<file path="config.mk">
export PLATFORM = sky130hd
export DESIGN_NAME = aud_dsp_ctrl_top
export DESIGN_NICKNAME = d
export VERILOG_FILES = /design/src/common/aud_dsp_pkg.sv /design/src/hdl/pulse_sync.sv /design/src/dispatch/op_dispatch.sv /design/src/dispatch/feature_seq.sv /design/src/hdl/engine_monitor.sv /design/src/hdl/intr_ctrl.sv /design/src/hdl/aud_dsp_ctrl_top.sv
export SDC_FILE = /design/constraint.sdc
export NUM_CORES = 1
export LEC_CHECK = 0
export CORE_MARGIN = 2
export CORE_UTILIZATION = 41
export CTS_CLUSTER_SIZE = 30
export DETAILED_ROUTE_END_ITERATION = 12
export DONT_BUFFER_PORTS = 1
export GPL_ROUTABILITY_DRIVEN = 0
export PLACE_DENSITY = 0.65
export REMOVE_ABC_BUFFERS = 1
export SETUP_SLACK_MARGIN = 0.02
export SLEW_MARGIN = 40
export SYNTH_ARGS = -nofsm -noshare
export SYNTH_HDL_FRONTEND = slang
export SYNTH_SLANG_ARGS = --single-unit
export TNS_END_PERCENT = 30
</file>
<file path="constraint.sdc">
create_clock -name clk -period 5.3 [get_ports clk]
set_input_delay 1.59 -clock clk [delete_from_list [all_inputs] [get_ports clk]]
set_output_delay 1.59 -clock clk [all_outputs]
set_load 0.05 [all_outputs]
</file>
<file path="src/common/aud_dsp_pkg.sv">
// audio dsp control plane definitions
`default_nettype none

package aud_dsp_pkg;

    // ----------------------------------------
    // field widths, all set by the register map
    localparam int OP_W     = 6;   // operation code
    localparam int QBITS_W  = 6;   // quant bit count
    localparam int OFFSET_W = 8;   // register buffer offsets
    localparam int PARAM_W  = 32;  // op parameter word
    localparam int BUF_AW   = 9;   // engine buffer address
    localparam int TAB_AW   = 10;  // coefficient table address

    // interrupt vector bit positions
    localparam int INTR_FRAME    = 0;  // audio frame ready
    localparam int INTR_DSP_DONE = 1;  // dsp done

    // ----------------------------------------
    typedef enum logic [OP_W-1:0] {
        OP_HAM_WIN = 6'h00,  // hamming window
        OP_CABS    = 6'h02,  // complex abs
        OP_LN      = 6'h03,
        OP_MFCC    = 6'h04,  // abs + mel map + ln
        OP_FFT     = 6'h20,
        OP_IFFT    = 6'h21,
        OP_FEATURE = 6'h30   // ham win then fft then mfcc
    } dsp_op_e;

    typedef enum logic [2:0] {
        SEQ_IDLE,
        SEQ_HAM,
        SEQ_FFT,
        SEQ_MFCC
    } seq_state_e;

    // one software command
    typedef struct packed {
        dsp_op_e               op;
        logic                  in_buf_sel_mode;  // low takes previous result buffer
        logic                  in_buf_sel;       // high reads buffer b
        logic [QBITS_W-1:0]    in_quant_bits;
        logic [OFFSET_W-1:0]   in_buf_offset;
        logic [OFFSET_W-1:0]   out_buf_offset;
        logic [OFFSET_W-1:0]   coef_buf_offset;
        logic [PARAM_W-1:0]    param0;
    } dsp_cmd_t;

    // held for the fft engine
    typedef struct packed {
        logic                  ifft_en;
        logic                  quant_input_en;  // drop 1 bit before first round
        logic [3:0]            fft_n;           // 2^fft_n points
        logic [BUF_AW-1:0]     in_buf_offset;
        logic [BUF_AW-1:0]     out_buf_offset;
        logic                  in_buf_sel_mode;
        logic                  in_buf_sel;
    } fft_req_t;

    // held for the vector engine
    typedef struct packed {
        logic [4:0]            op;
        logic                  in_buf_sel_mode;
        logic                  in_buf_sel;
        logic [QBITS_W-1:0]    in_quant_bits;
        logic [TAB_AW-1:0]     tab_offset;
        logic [BUF_AW-1:0]     vector_len;
        logic [BUF_AW-1:0]     in_vector_start;
        logic [BUF_AW-1:0]     out_vector_start;
    } vec_req_t;

    // reported back by each engine
    typedef struct packed {
        logic                  busy;
        logic [QBITS_W-1:0]    out_quant_bits;  // valid when busy falls
        logic                  result_in;       // buffer holding the result
    } engine_status_t;

endpackage

`default_nettype wire

</file>
<file path="src/hdl/pulse_sync.sv">
// async pulse synchronizer
`default_nettype none

module pulse_sync (
    input  wire logic clk,
    input  wire logic rst_n,
    input  wire logic pulse_i,  // async, at least one cycle wide
    output logic      pulse_o   // one cycle, clk domain
);

    logic [1:0] sync_q;  // metastability stages
    logic       hist_q;  // synchronized level, one cycle late

    always_ff @(posedge clk or negedge rst_n) begin
        if (!rst_n) begin
            sync_q  <= '0;
            hist_q  <= 1'b0;
            pulse_o <= 1'b0;
        end else begin
            sync_q  <= {sync_q[0], pulse_i};
            hist_q  <= sync_q[1];
            // rising edge of the synchronized level
            pulse_o <= sync_q[1] & ~hist_q;
        end
    end

endmodule

`default_nettype wire

</file>
<file path="src/dispatch/op_dispatch.sv">
// command decode and engine dispatch
`default_nettype none

module op_dispatch (
    input  wire logic                   clk,
    input  wire logic                   rst_n,
    input  wire logic                   start_i,      // synchronized software start
    input  wire aud_dsp_pkg::dsp_cmd_t  cmd_i,        // register command
    input  wire logic                   seq_start_i,  // step start from sequencer
    input  wire aud_dsp_pkg::dsp_cmd_t  seq_cmd_i,
    input  wire logic                   seq_busy_i,
    output logic                        seq_go_o,     // kicks feature sequencer
    output logic                        fft_start_o,
    output aud_dsp_pkg::fft_req_t       fft_req_o,
    output logic                        vec_start_o,
    output aud_dsp_pkg::vec_req_t       vec_req_o
);

    aud_dsp_pkg::dsp_cmd_t cmd_sel;
    aud_dsp_pkg::fft_req_t fft_req_d;
    aud_dsp_pkg::vec_req_t vec_req_d;
    logic                  start_sel;
    logic                  is_fft;
    logic                  is_vec;
    logic                  is_seq;

    // ----------------------------------------
    // sequencer owns the command while it runs
    assign cmd_sel   = seq_busy_i ? seq_cmd_i : cmd_i;
    assign start_sel = seq_busy_i ? seq_start_i : start_i;

    // target from the top op bits
    assign is_fft = start_sel && (cmd_sel.op[5:4] == 2'b10);  // 0x2x
    assign is_vec = start_sel && !cmd_sel.op[5];              // 0x0x and 0x1x
    assign is_seq = start_sel && (cmd_sel.op[5:4] == 2'b11);  // 0x3x group

    // ----------------------------------------
    // request field mapping
    always_comb begin
        fft_req_d.ifft_en         = cmd_sel.op[0];
        fft_req_d.quant_input_en  = cmd_sel.param0[4];
        fft_req_d.fft_n           = cmd_sel.param0[3:0];
        fft_req_d.in_buf_offset   = {cmd_sel.in_buf_offset, 1'b0};   // x2
        fft_req_d.out_buf_offset  = {cmd_sel.out_buf_offset, 1'b0};
        fft_req_d.in_buf_sel_mode = cmd_sel.in_buf_sel_mode;
        fft_req_d.in_buf_sel      = cmd_sel.in_buf_sel;

        vec_req_d.op               = cmd_sel.op[4:0];  // bit 5 always clear here
        vec_req_d.in_buf_sel_mode  = cmd_sel.in_buf_sel_mode;
        vec_req_d.in_buf_sel       = cmd_sel.in_buf_sel;
        vec_req_d.in_quant_bits    = cmd_sel.in_quant_bits;
        // table is 8 words per coef step
        vec_req_d.tab_offset       = {cmd_sel.coef_buf_offset[aud_dsp_pkg::TAB_AW-4:0], 3'b000};
        vec_req_d.vector_len       = cmd_sel.param0[aud_dsp_pkg::BUF_AW-1:0];
        // vector starts in units of 4 words
        vec_req_d.in_vector_start  = {cmd_sel.in_buf_offset[aud_dsp_pkg::BUF_AW-3:0], 2'b00};
        vec_req_d.out_vector_start = {cmd_sel.out_buf_offset[aud_dsp_pkg::BUF_AW-3:0], 2'b00};
    end

    // ----------------------------------------
    always_ff @(posedge clk or negedge rst_n) begin
        if (!rst_n) begin
            fft_start_o <= 1'b0;
            vec_start_o <= 1'b0;
            seq_go_o    <= 1'b0;
        end else begin
            fft_start_o <= is_fft;
            vec_start_o <= is_vec;
            seq_go_o    <= is_seq;
        end
    end

    // requests held until the same engine starts again
    always_ff @(posedge clk) begin
        if (is_fft) begin
            fft_req_o <= fft_req_d;
        end
        if (is_vec) begin
            vec_req_o <= vec_req_d;
        end
    end

    // software must wait for the sequencer to drain
    assert property (@(posedge clk) disable iff (!rst_n)
        start_i |-> !seq_busy_i && !seq_go_o)
        else $error("software start while sequencer busy");

endmodule

`default_nettype wire

</file>
<file path="src/dispatch/feature_seq.sv">
// feature extract sequencer
`default_nettype none

module feature_seq (
    input  wire logic                   clk,
    input  wire logic                   rst_n,
    input  wire logic                   go_i,        // op 0x30 decoded
    input  wire aud_dsp_pkg::dsp_cmd_t  cmd_i,
    input  wire logic                   fft_done_i,
    input  wire logic                   vec_done_i,
    output logic                        seq_start_o, // one pulse per step
    output aud_dsp_pkg::dsp_cmd_t       seq_cmd_o,
    output logic                        seq_busy_o
);

    aud_dsp_pkg::seq_state_e state_q;
    aud_dsp_pkg::seq_state_e state_d;
    aud_dsp_pkg::dsp_cmd_t   cmd_q;    // command as seen at go
    logic                    start_d;

    // ----------------------------------------
    // ham -> fft -> mfcc, each on previous done
    always_comb begin
        state_d = state_q;
        start_d = 1'b0;
        case (state_q)
            aud_dsp_pkg::SEQ_IDLE: begin
                if (go_i) begin
                    state_d = aud_dsp_pkg::SEQ_HAM;
                    start_d = 1'b1;
                end
            end
            aud_dsp_pkg::SEQ_HAM: begin
                if (vec_done_i) begin  // window written
                    state_d = aud_dsp_pkg::SEQ_FFT;
                    start_d = 1'b1;
                end
            end
            aud_dsp_pkg::SEQ_FFT: begin
                if (fft_done_i) begin
                    state_d = aud_dsp_pkg::SEQ_MFCC;
                    start_d = 1'b1;
                end
            end
            aud_dsp_pkg::SEQ_MFCC: begin
                if (vec_done_i) begin
                    state_d = aud_dsp_pkg::SEQ_IDLE;  // whole chain done
                end
            end
            default: state_d = aud_dsp_pkg::SEQ_IDLE;
        endcase
    end

    always_ff @(posedge clk or negedge rst_n) begin
        if (!rst_n) begin
            state_q     <= aud_dsp_pkg::SEQ_IDLE;
            seq_start_o <= 1'b0;
        end else begin
            state_q     <= state_d;
            seq_start_o <= start_d;
        end
    end

    always_ff @(posedge clk) begin
        if (go_i) begin
            cmd_q <= cmd_i;
        end
    end

    // ----------------------------------------
    // step command, later steps chain on previous result
    always_comb begin
        seq_cmd_o = cmd_q;
        case (state_q)
            aud_dsp_pkg::SEQ_FFT: begin
                seq_cmd_o.op              = aud_dsp_pkg::OP_FFT;
                seq_cmd_o.in_buf_sel_mode = 1'b0;
            end
            aud_dsp_pkg::SEQ_MFCC: begin
                seq_cmd_o.op              = aud_dsp_pkg::OP_MFCC;
                seq_cmd_o.in_buf_sel_mode = 1'b0;
            end
            default: seq_cmd_o.op = aud_dsp_pkg::OP_HAM_WIN;  // keeps register buf select
        endcase
    end

    assign seq_busy_o = go_i || (state_q != aud_dsp_pkg::SEQ_IDLE);

    // only the engine of the running step may finish
    assert property (@(posedge clk) disable iff (!rst_n)
        (state_q == aud_dsp_pkg::SEQ_FFT) |-> !vec_done_i)
        else $error("vector done during fft step");
    assert property (@(posedge clk) disable iff (!rst_n)
        (state_q inside {aud_dsp_pkg::SEQ_HAM, aud_dsp_pkg::SEQ_MFCC}) |-> !fft_done_i)
        else $error("fft done during vector step");

endmodule

`default_nettype wire

</file>
<file path="src/hdl/engine_monitor.sv">
// engine completion and result tracking
`default_nettype none

module engine_monitor (
    input  wire logic                         clk,
    input  wire logic                         rst_n,
    input  wire aud_dsp_pkg::engine_status_t  fft_status_i,
    input  wire aud_dsp_pkg::engine_status_t  vec_status_i,
    input  wire logic                         seq_busy_i,
    output logic                              fft_done_o,
    output logic                              vec_done_o,
    output logic                              busy_o,
    output logic                              dsp_done_o,  // one cycle after busy falls
    output logic                              result_in_o,
    output logic [aud_dsp_pkg::QBITS_W-1:0]   out_quant_bits_o
);

    logic                            fft_busy_q;
    logic                            vec_busy_q;
    logic                            busy_q;
    logic [aud_dsp_pkg::QBITS_W-1:0] qbits_q;   // last captured result info
    logic                            result_q;

    // falling edges of engine busy
    assign fft_done_o = fft_busy_q & ~fft_status_i.busy;
    assign vec_done_o = vec_busy_q & ~vec_status_i.busy;
    assign busy_o     = fft_status_i.busy | vec_status_i.busy | seq_busy_i;

    always_ff @(posedge clk or negedge rst_n) begin
        if (!rst_n) begin
            fft_busy_q <= 1'b0;
            vec_busy_q <= 1'b0;
            busy_q     <= 1'b0;
            dsp_done_o <= 1'b0;
        end else begin
            fft_busy_q <= fft_status_i.busy;
            vec_busy_q <= vec_status_i.busy;
            busy_q     <= busy_o;
            dsp_done_o <= busy_q & ~busy_o;
        end
    end

    // ----------------------------------------
    // capture, fft first on a tie
    always_ff @(posedge clk or negedge rst_n) begin
        if (!rst_n) begin
            qbits_q  <= '0;
            result_q <= 1'b0;
        end else if (fft_done_o) begin
            qbits_q  <= fft_status_i.out_quant_bits;
            result_q <= fft_status_i.result_in;
        end else if (vec_done_o) begin
            qbits_q  <= vec_status_i.out_quant_bits;
            result_q <= vec_status_i.result_in;
        end
    end

    // bypass so the next step sees the new value at once
    always_comb begin
        if (fft_done_o) begin
            out_quant_bits_o = fft_status_i.out_quant_bits;
            result_in_o      = fft_status_i.result_in;
        end else if (vec_done_o) begin
            out_quant_bits_o = vec_status_i.out_quant_bits;
            result_in_o      = vec_status_i.result_in;
        end else begin
            out_quant_bits_o = qbits_q;
            result_in_o      = result_q;
        end
    end

endmodule

`default_nettype wire

</file>
<file path="src/hdl/intr_ctrl.sv">
// interrupt status and line
`default_nettype none

module intr_ctrl (
    input  wire logic       clk,
    input  wire logic       rst_n,
    input  wire logic       frame_i,        // frame ready pulse
    input  wire logic       dsp_done_i,
    input  wire logic [1:0] intr_mask_i,    // 1 enables the bit
    input  wire logic [1:0] clr_intr_i,     // pulse per bit
    output logic      [1:0] intr_status_o,
    output logic            intr_o
);

    logic [1:0] event_w;

    assign event_w[aud_dsp_pkg::INTR_FRAME]    = frame_i;
    assign event_w[aud_dsp_pkg::INTR_DSP_DONE] = dsp_done_i;

    always_ff @(posedge clk or negedge rst_n) begin
        if (!rst_n) begin
            intr_status_o <= '0;
            intr_o        <= 1'b0;
        end else begin
            // a new event beats a clear in the same cycle
            intr_status_o <= event_w | (intr_status_o & ~clr_intr_i);
            intr_o        <= |(intr_status_o & intr_mask_i);  // masked or
        end
    end

endmodule

`default_nettype wire

</file>
<file path="src/hdl/aud_dsp_ctrl_top.sv">
// audio dsp control plane top
`default_nettype none

module aud_dsp_ctrl_top (
    input  wire logic                         clk,
    input  wire logic                         rst_n,
    // software side
    input  wire logic                         start_i,        // async start
    input  wire aud_dsp_pkg::dsp_cmd_t        cmd_i,
    input  wire logic                         frame_ready_i,  // async, from front end
    input  wire logic [1:0]                   intr_mask_i,
    input  wire logic [1:0]                   clr_intr_i,
    // engines
    output logic                              fft_start_o,
    output aud_dsp_pkg::fft_req_t             fft_req_o,
    input  wire aud_dsp_pkg::engine_status_t  fft_status_i,
    output logic                              vec_start_o,
    output aud_dsp_pkg::vec_req_t             vec_req_o,
    input  wire aud_dsp_pkg::engine_status_t  vec_status_i,
    // status
    output logic                              busy_o,
    output logic                              result_in_o,    // also previous result to engines
    output logic [aud_dsp_pkg::QBITS_W-1:0]   out_quant_bits_o,
    output logic [1:0]                        intr_status_o,
    output logic                              intr_o
);

    logic                  start_p;
    logic                  frame_p;
    logic                  seq_go;
    logic                  seq_start;
    logic                  seq_busy;
    aud_dsp_pkg::dsp_cmd_t seq_cmd;
    logic                  fft_done;
    logic                  vec_done;
    logic                  dsp_done;

    // ----------------------------------------
    pulse_sync start_sync_i (
        .clk     (clk),
        .rst_n   (rst_n),
        .pulse_i (start_i),
        .pulse_o (start_p)
    );

    pulse_sync frame_sync_i (
        .clk     (clk),
        .rst_n   (rst_n),
        .pulse_i (frame_ready_i),
        .pulse_o (frame_p)
    );

    op_dispatch op_dispatch_i (
        .clk         (clk),
        .rst_n       (rst_n),
        .start_i     (start_p),
        .cmd_i       (cmd_i),
        .seq_start_i (seq_start),
        .seq_cmd_i   (seq_cmd),
        .seq_busy_i  (seq_busy),
        .seq_go_o    (seq_go),
        .fft_start_o (fft_start_o),
        .fft_req_o   (fft_req_o),
        .vec_start_o (vec_start_o),
        .vec_req_o   (vec_req_o)
    );

    feature_seq feature_seq_i (
        .clk         (clk),
        .rst_n       (rst_n),
        .go_i        (seq_go),
        .cmd_i       (cmd_i),
        .fft_done_i  (fft_done),
        .vec_done_i  (vec_done),
        .seq_start_o (seq_start),
        .seq_cmd_o   (seq_cmd),
        .seq_busy_o  (seq_busy)
    );

    // ----------------------------------------
    engine_monitor engine_monitor_i (
        .clk              (clk),
        .rst_n            (rst_n),
        .fft_status_i     (fft_status_i),
        .vec_status_i     (vec_status_i),
        .seq_busy_i       (seq_busy),
        .fft_done_o       (fft_done),
        .vec_done_o       (vec_done),
        .busy_o           (busy_o),
        .dsp_done_o       (dsp_done),
        .result_in_o      (result_in_o),
        .out_quant_bits_o (out_quant_bits_o)
    );

    intr_ctrl intr_ctrl_i (
        .clk           (clk),
        .rst_n         (rst_n),
        .frame_i       (frame_p),
        .dsp_done_i    (dsp_done),
        .intr_mask_i   (intr_mask_i),
        .clr_intr_i    (clr_intr_i),
        .intr_status_o (intr_status_o),
        .intr_o        (intr_o)
    );

endmodule

`default_nettype wire

</file>
==> reports/metrics.yaml <==
outcome:
  status: "complete, no violations"
timing:
  setup-tns-final_ns: 0
  grt_setup_unrepaired: "no"
  period_share_pct: 82.1
  slew_headroom_pct: 56.3
  setup_violations: 0
  fmax_ghz: 0.230
  skew_ns: 0.00691
  worst_pin_slew_ns: 0.656
  slew_viol_final: 0
  period_minus_slack_ns: 4.35
  hold_violations: 0
worst_setup_path:
  cp-start-kind: "input port"
  arrival_ns: 2.76
  endpoint_kind: "primary output"
  reg2reg_from: "feature_seq_i.state_q[0]$_DFFE_PN0P_"
  critPathKind: "in -> out"
  rrSetupSlack_ns: 2.53
  startpoint: "vec_status_i[7]"
  critPathMaxFanout: 9
  rr_endpoint: "op_dispatch_i.vec_req_o[39]$_DFFE_PP_"
  r2r_cells: 6
  cp.required_ns: 3.71
detailed_routing:
  avgRoutedWirePerCell_um: 19.0
  drc: 0
  first_iter_violations: 163
  num_vias: 2187
  wl_um: 8270
  dr.pass1.iters: 4
  via_per_inst: 5.03
  final_antenna_net_count: 0
min_path:
  hold_start: "start_sync_i.sync_q[0]$_DFF_PN0_"
  worstHoldEndpoint: "start_sync_i.sync_q[1]$_DFF_PN0_"
  hold_class: "reg -> reg"
  hold_path_depth: 0
floorplan:
  die_h_um: 115
  die_w_um: 115
  core-area_um2: 12000
  start_util_pct: 41.9
  pin_count: 183
  dieArea_um2: 13100
  rows: 40
place:
  placed_cells: 403
  hpwl_um: 5210
  portBuffers: 0
flow_run:
  timing.max_cap.violations: 0
clock_network:
  clkLatencyLatePin_ns: 0.40
  cts_tree: "done"
  cts_post_setup_buffers_inserted: 0
  cts_root_buf: "clkbuf_16"
  hold_buffers: 0
  ctsHtreeMaxLevel: 4
  cts_buffers: 17
  ctsLongestPathBuffers: 2
  clk_pin_slew_ns: 0.05
  cts_resized: 0
  cts.sinks: 135
global_route:
  antenna_found_initial: 0
  grt_max_degree: 46
  grt_overflow: 0
  grt_pass1_wl_um: 12700
  grt_pass1_vias: 2376
  grt_usage_pct: 13.3
finish:
  num_antenna_cells: 0
  final_net_count: 376
  instances_no_fill: 435
  fillerInstances: 1010
  layout-drive-gt1-share_pct: 29.5
  syn_to_final_growth_pct: 13.6
power:
  leakage_nw: 2.05
  power_density_nw_per_um2: 576
  peakVddDrop_mv: 0.269
synthesis:
  synth_warnings: 0
  ys_ff_latch: 135
  synth_enable_flop_cells: 107
  synthMostInstantiatedCell: "edfxtp_1"
  synth_top_area_share_pct: 64.2
  avgSynthCellArea_um2: 19.2
  yosysSeqAreaShare_pct: 78.1
  async_flop_share_pct: 20.7
  synthDistinctLibCells: 30
  syn-cell-area_um2: 5010
  yosys.area.top_type: "edfxtp_1"
  yosys-top-cells-count: "107 x edfxtp_1, 41 x mux2_2, 28 x dfrtp_1"
  synthTopCellsByArea: "edfxtp_1 64%, dfrtp_1 14%, mux2_2 9.2%"
  synthFlopType: "edfxtp_1"
  synthCells: 261
[registers in the layout, summed over array words and instances (netlist names), 2 cells and up]
signal                     count
engine_monitor_i.qbits_q       6
feature_seq_i.seq_cmd_o       39
feature_seq_i.state_q          2
frame_sync_i.sync_q            2
intr_ctrl_i.intr_status_o      2
op_dispatch_i.fft_req_o       24
op_dispatch_i.vec_req_o       43
start_sync_i.sync_q            2
[cells in the final DEF (no fill, tap or decap), types with 2 or more instances in the layout]
cell type / netlist / routed
ha_1: 7 / 7
conb_1: 1 / 9
clkbuf_16: 0 / 17
clkbuf_1: 0 / 5
a21oi_2: 0 / 6
edfxtp_1: 107 / 107
nand3b_1: 2 / 2
clkbuf_8: 0 / 2
clkinvlp_4: 0 / 2
mux2i_1: 7 / 7
inv_1: 5 / 5
nand2_1: 4 / 4
mux2_2: 41 / 41
dfrtp_1: 28 / 27
a21o_1: 2 / 2
nor2_1: 10 / 9
clkinv_2: 0 / 4
nor2b_1: 5 / 4
a22o_1: 2 / 2
and2_1: 4 / 4
buf_4: 11 / 4
[per-stage QoR]
stage	utilization (%)	power [mW]	cell area (um2)	hold WS (ns)	worst slack, ns
finish	47.6	3.28	5690	0.350	0.951
global route	47.6	3.42	5690	0.363	0.858
CTS	47.6	3.32	5690	0.355	0.922
detailed placement	43.0	2.24	5140	0.338	0.921
global placement	42.8	2.22	5120	0.336	0.654
floorplan	-	2.12	4890	0.331	0.248
[kinds of logic (layout without fill, tap and decap cells)]
group                      count (synthesis)  in the layout  share of synthesized area (%)
buffers and inverters                     22             41                           3.25
DFF                                      135            135                           78.1
muxes                                     49             49                           10.9
and+or+nand+nor                           31             31                           3.37
AOI/OAI and AO/OA                         16             16                           2.50
other                                      1              9                         0.0749
adders and majority gates                  7              7                           1.75
[layout make-up]
| type | instances | area (um2) | area share (%) |
|---|---|---|---|
| clock buffers | 24 | 472 | 8.29 |
| clock inverters | 8 | 73.8 | 1.30 |
| inverters | 5 | 18.8 | 0.330 |
| multi-input cells | 112 | 995 | 17.5 |
| flip-flops and latches | 135 | 3920 | 68.8 |
| well taps | 147 | 184 | 3.23 |
| repair buffers | 4 | 30.0 | 0.528 |
[routing by layer]
layer,vias up,routed length [um],track usage [%]
li1,983,-,-
met1,1084,3250,14.7
met2,109,4080,20.9
met3,11,813,7.62
met4,0,127,5.45
met5,-,0,0
[critical path, stage by stage]
cell      delay, ns
nand2b_1       0.43
mux2i_1        0.18
a21oi_2        0.55
[power breakdown]
group / internal (mW) / leakage (nW) / switching [mW] / total [mW]
Sequential: 1.35 / 1.31 / 0.354 / 1.70
Combinational: 0.220 / 0.479 / 0.290 / 0.510
Clock: 0.667 / 0.264 / 0.401 / 1.07
[how the worst max path moves through the flow]
stage / cells past startpoint / to / slack (ns)
after CTS: 3 / out_quant_bits_o[0] / 0.92
after global routing: 3 / out_quant_bits_o[0] / 0.86
final: 3 / out_quant_bits_o[0] / 0.95
after floorplan: 3 / op_dispatch_i.fft_req_o[0]$_DFFE_PP_ / 0.25
after detailed placement: 3 / out_quant_bits_o[0] / 0.92
after global placement: 3 / out_quant_bits_o[2] / 0.65
(Power assumes the default switching activity.)
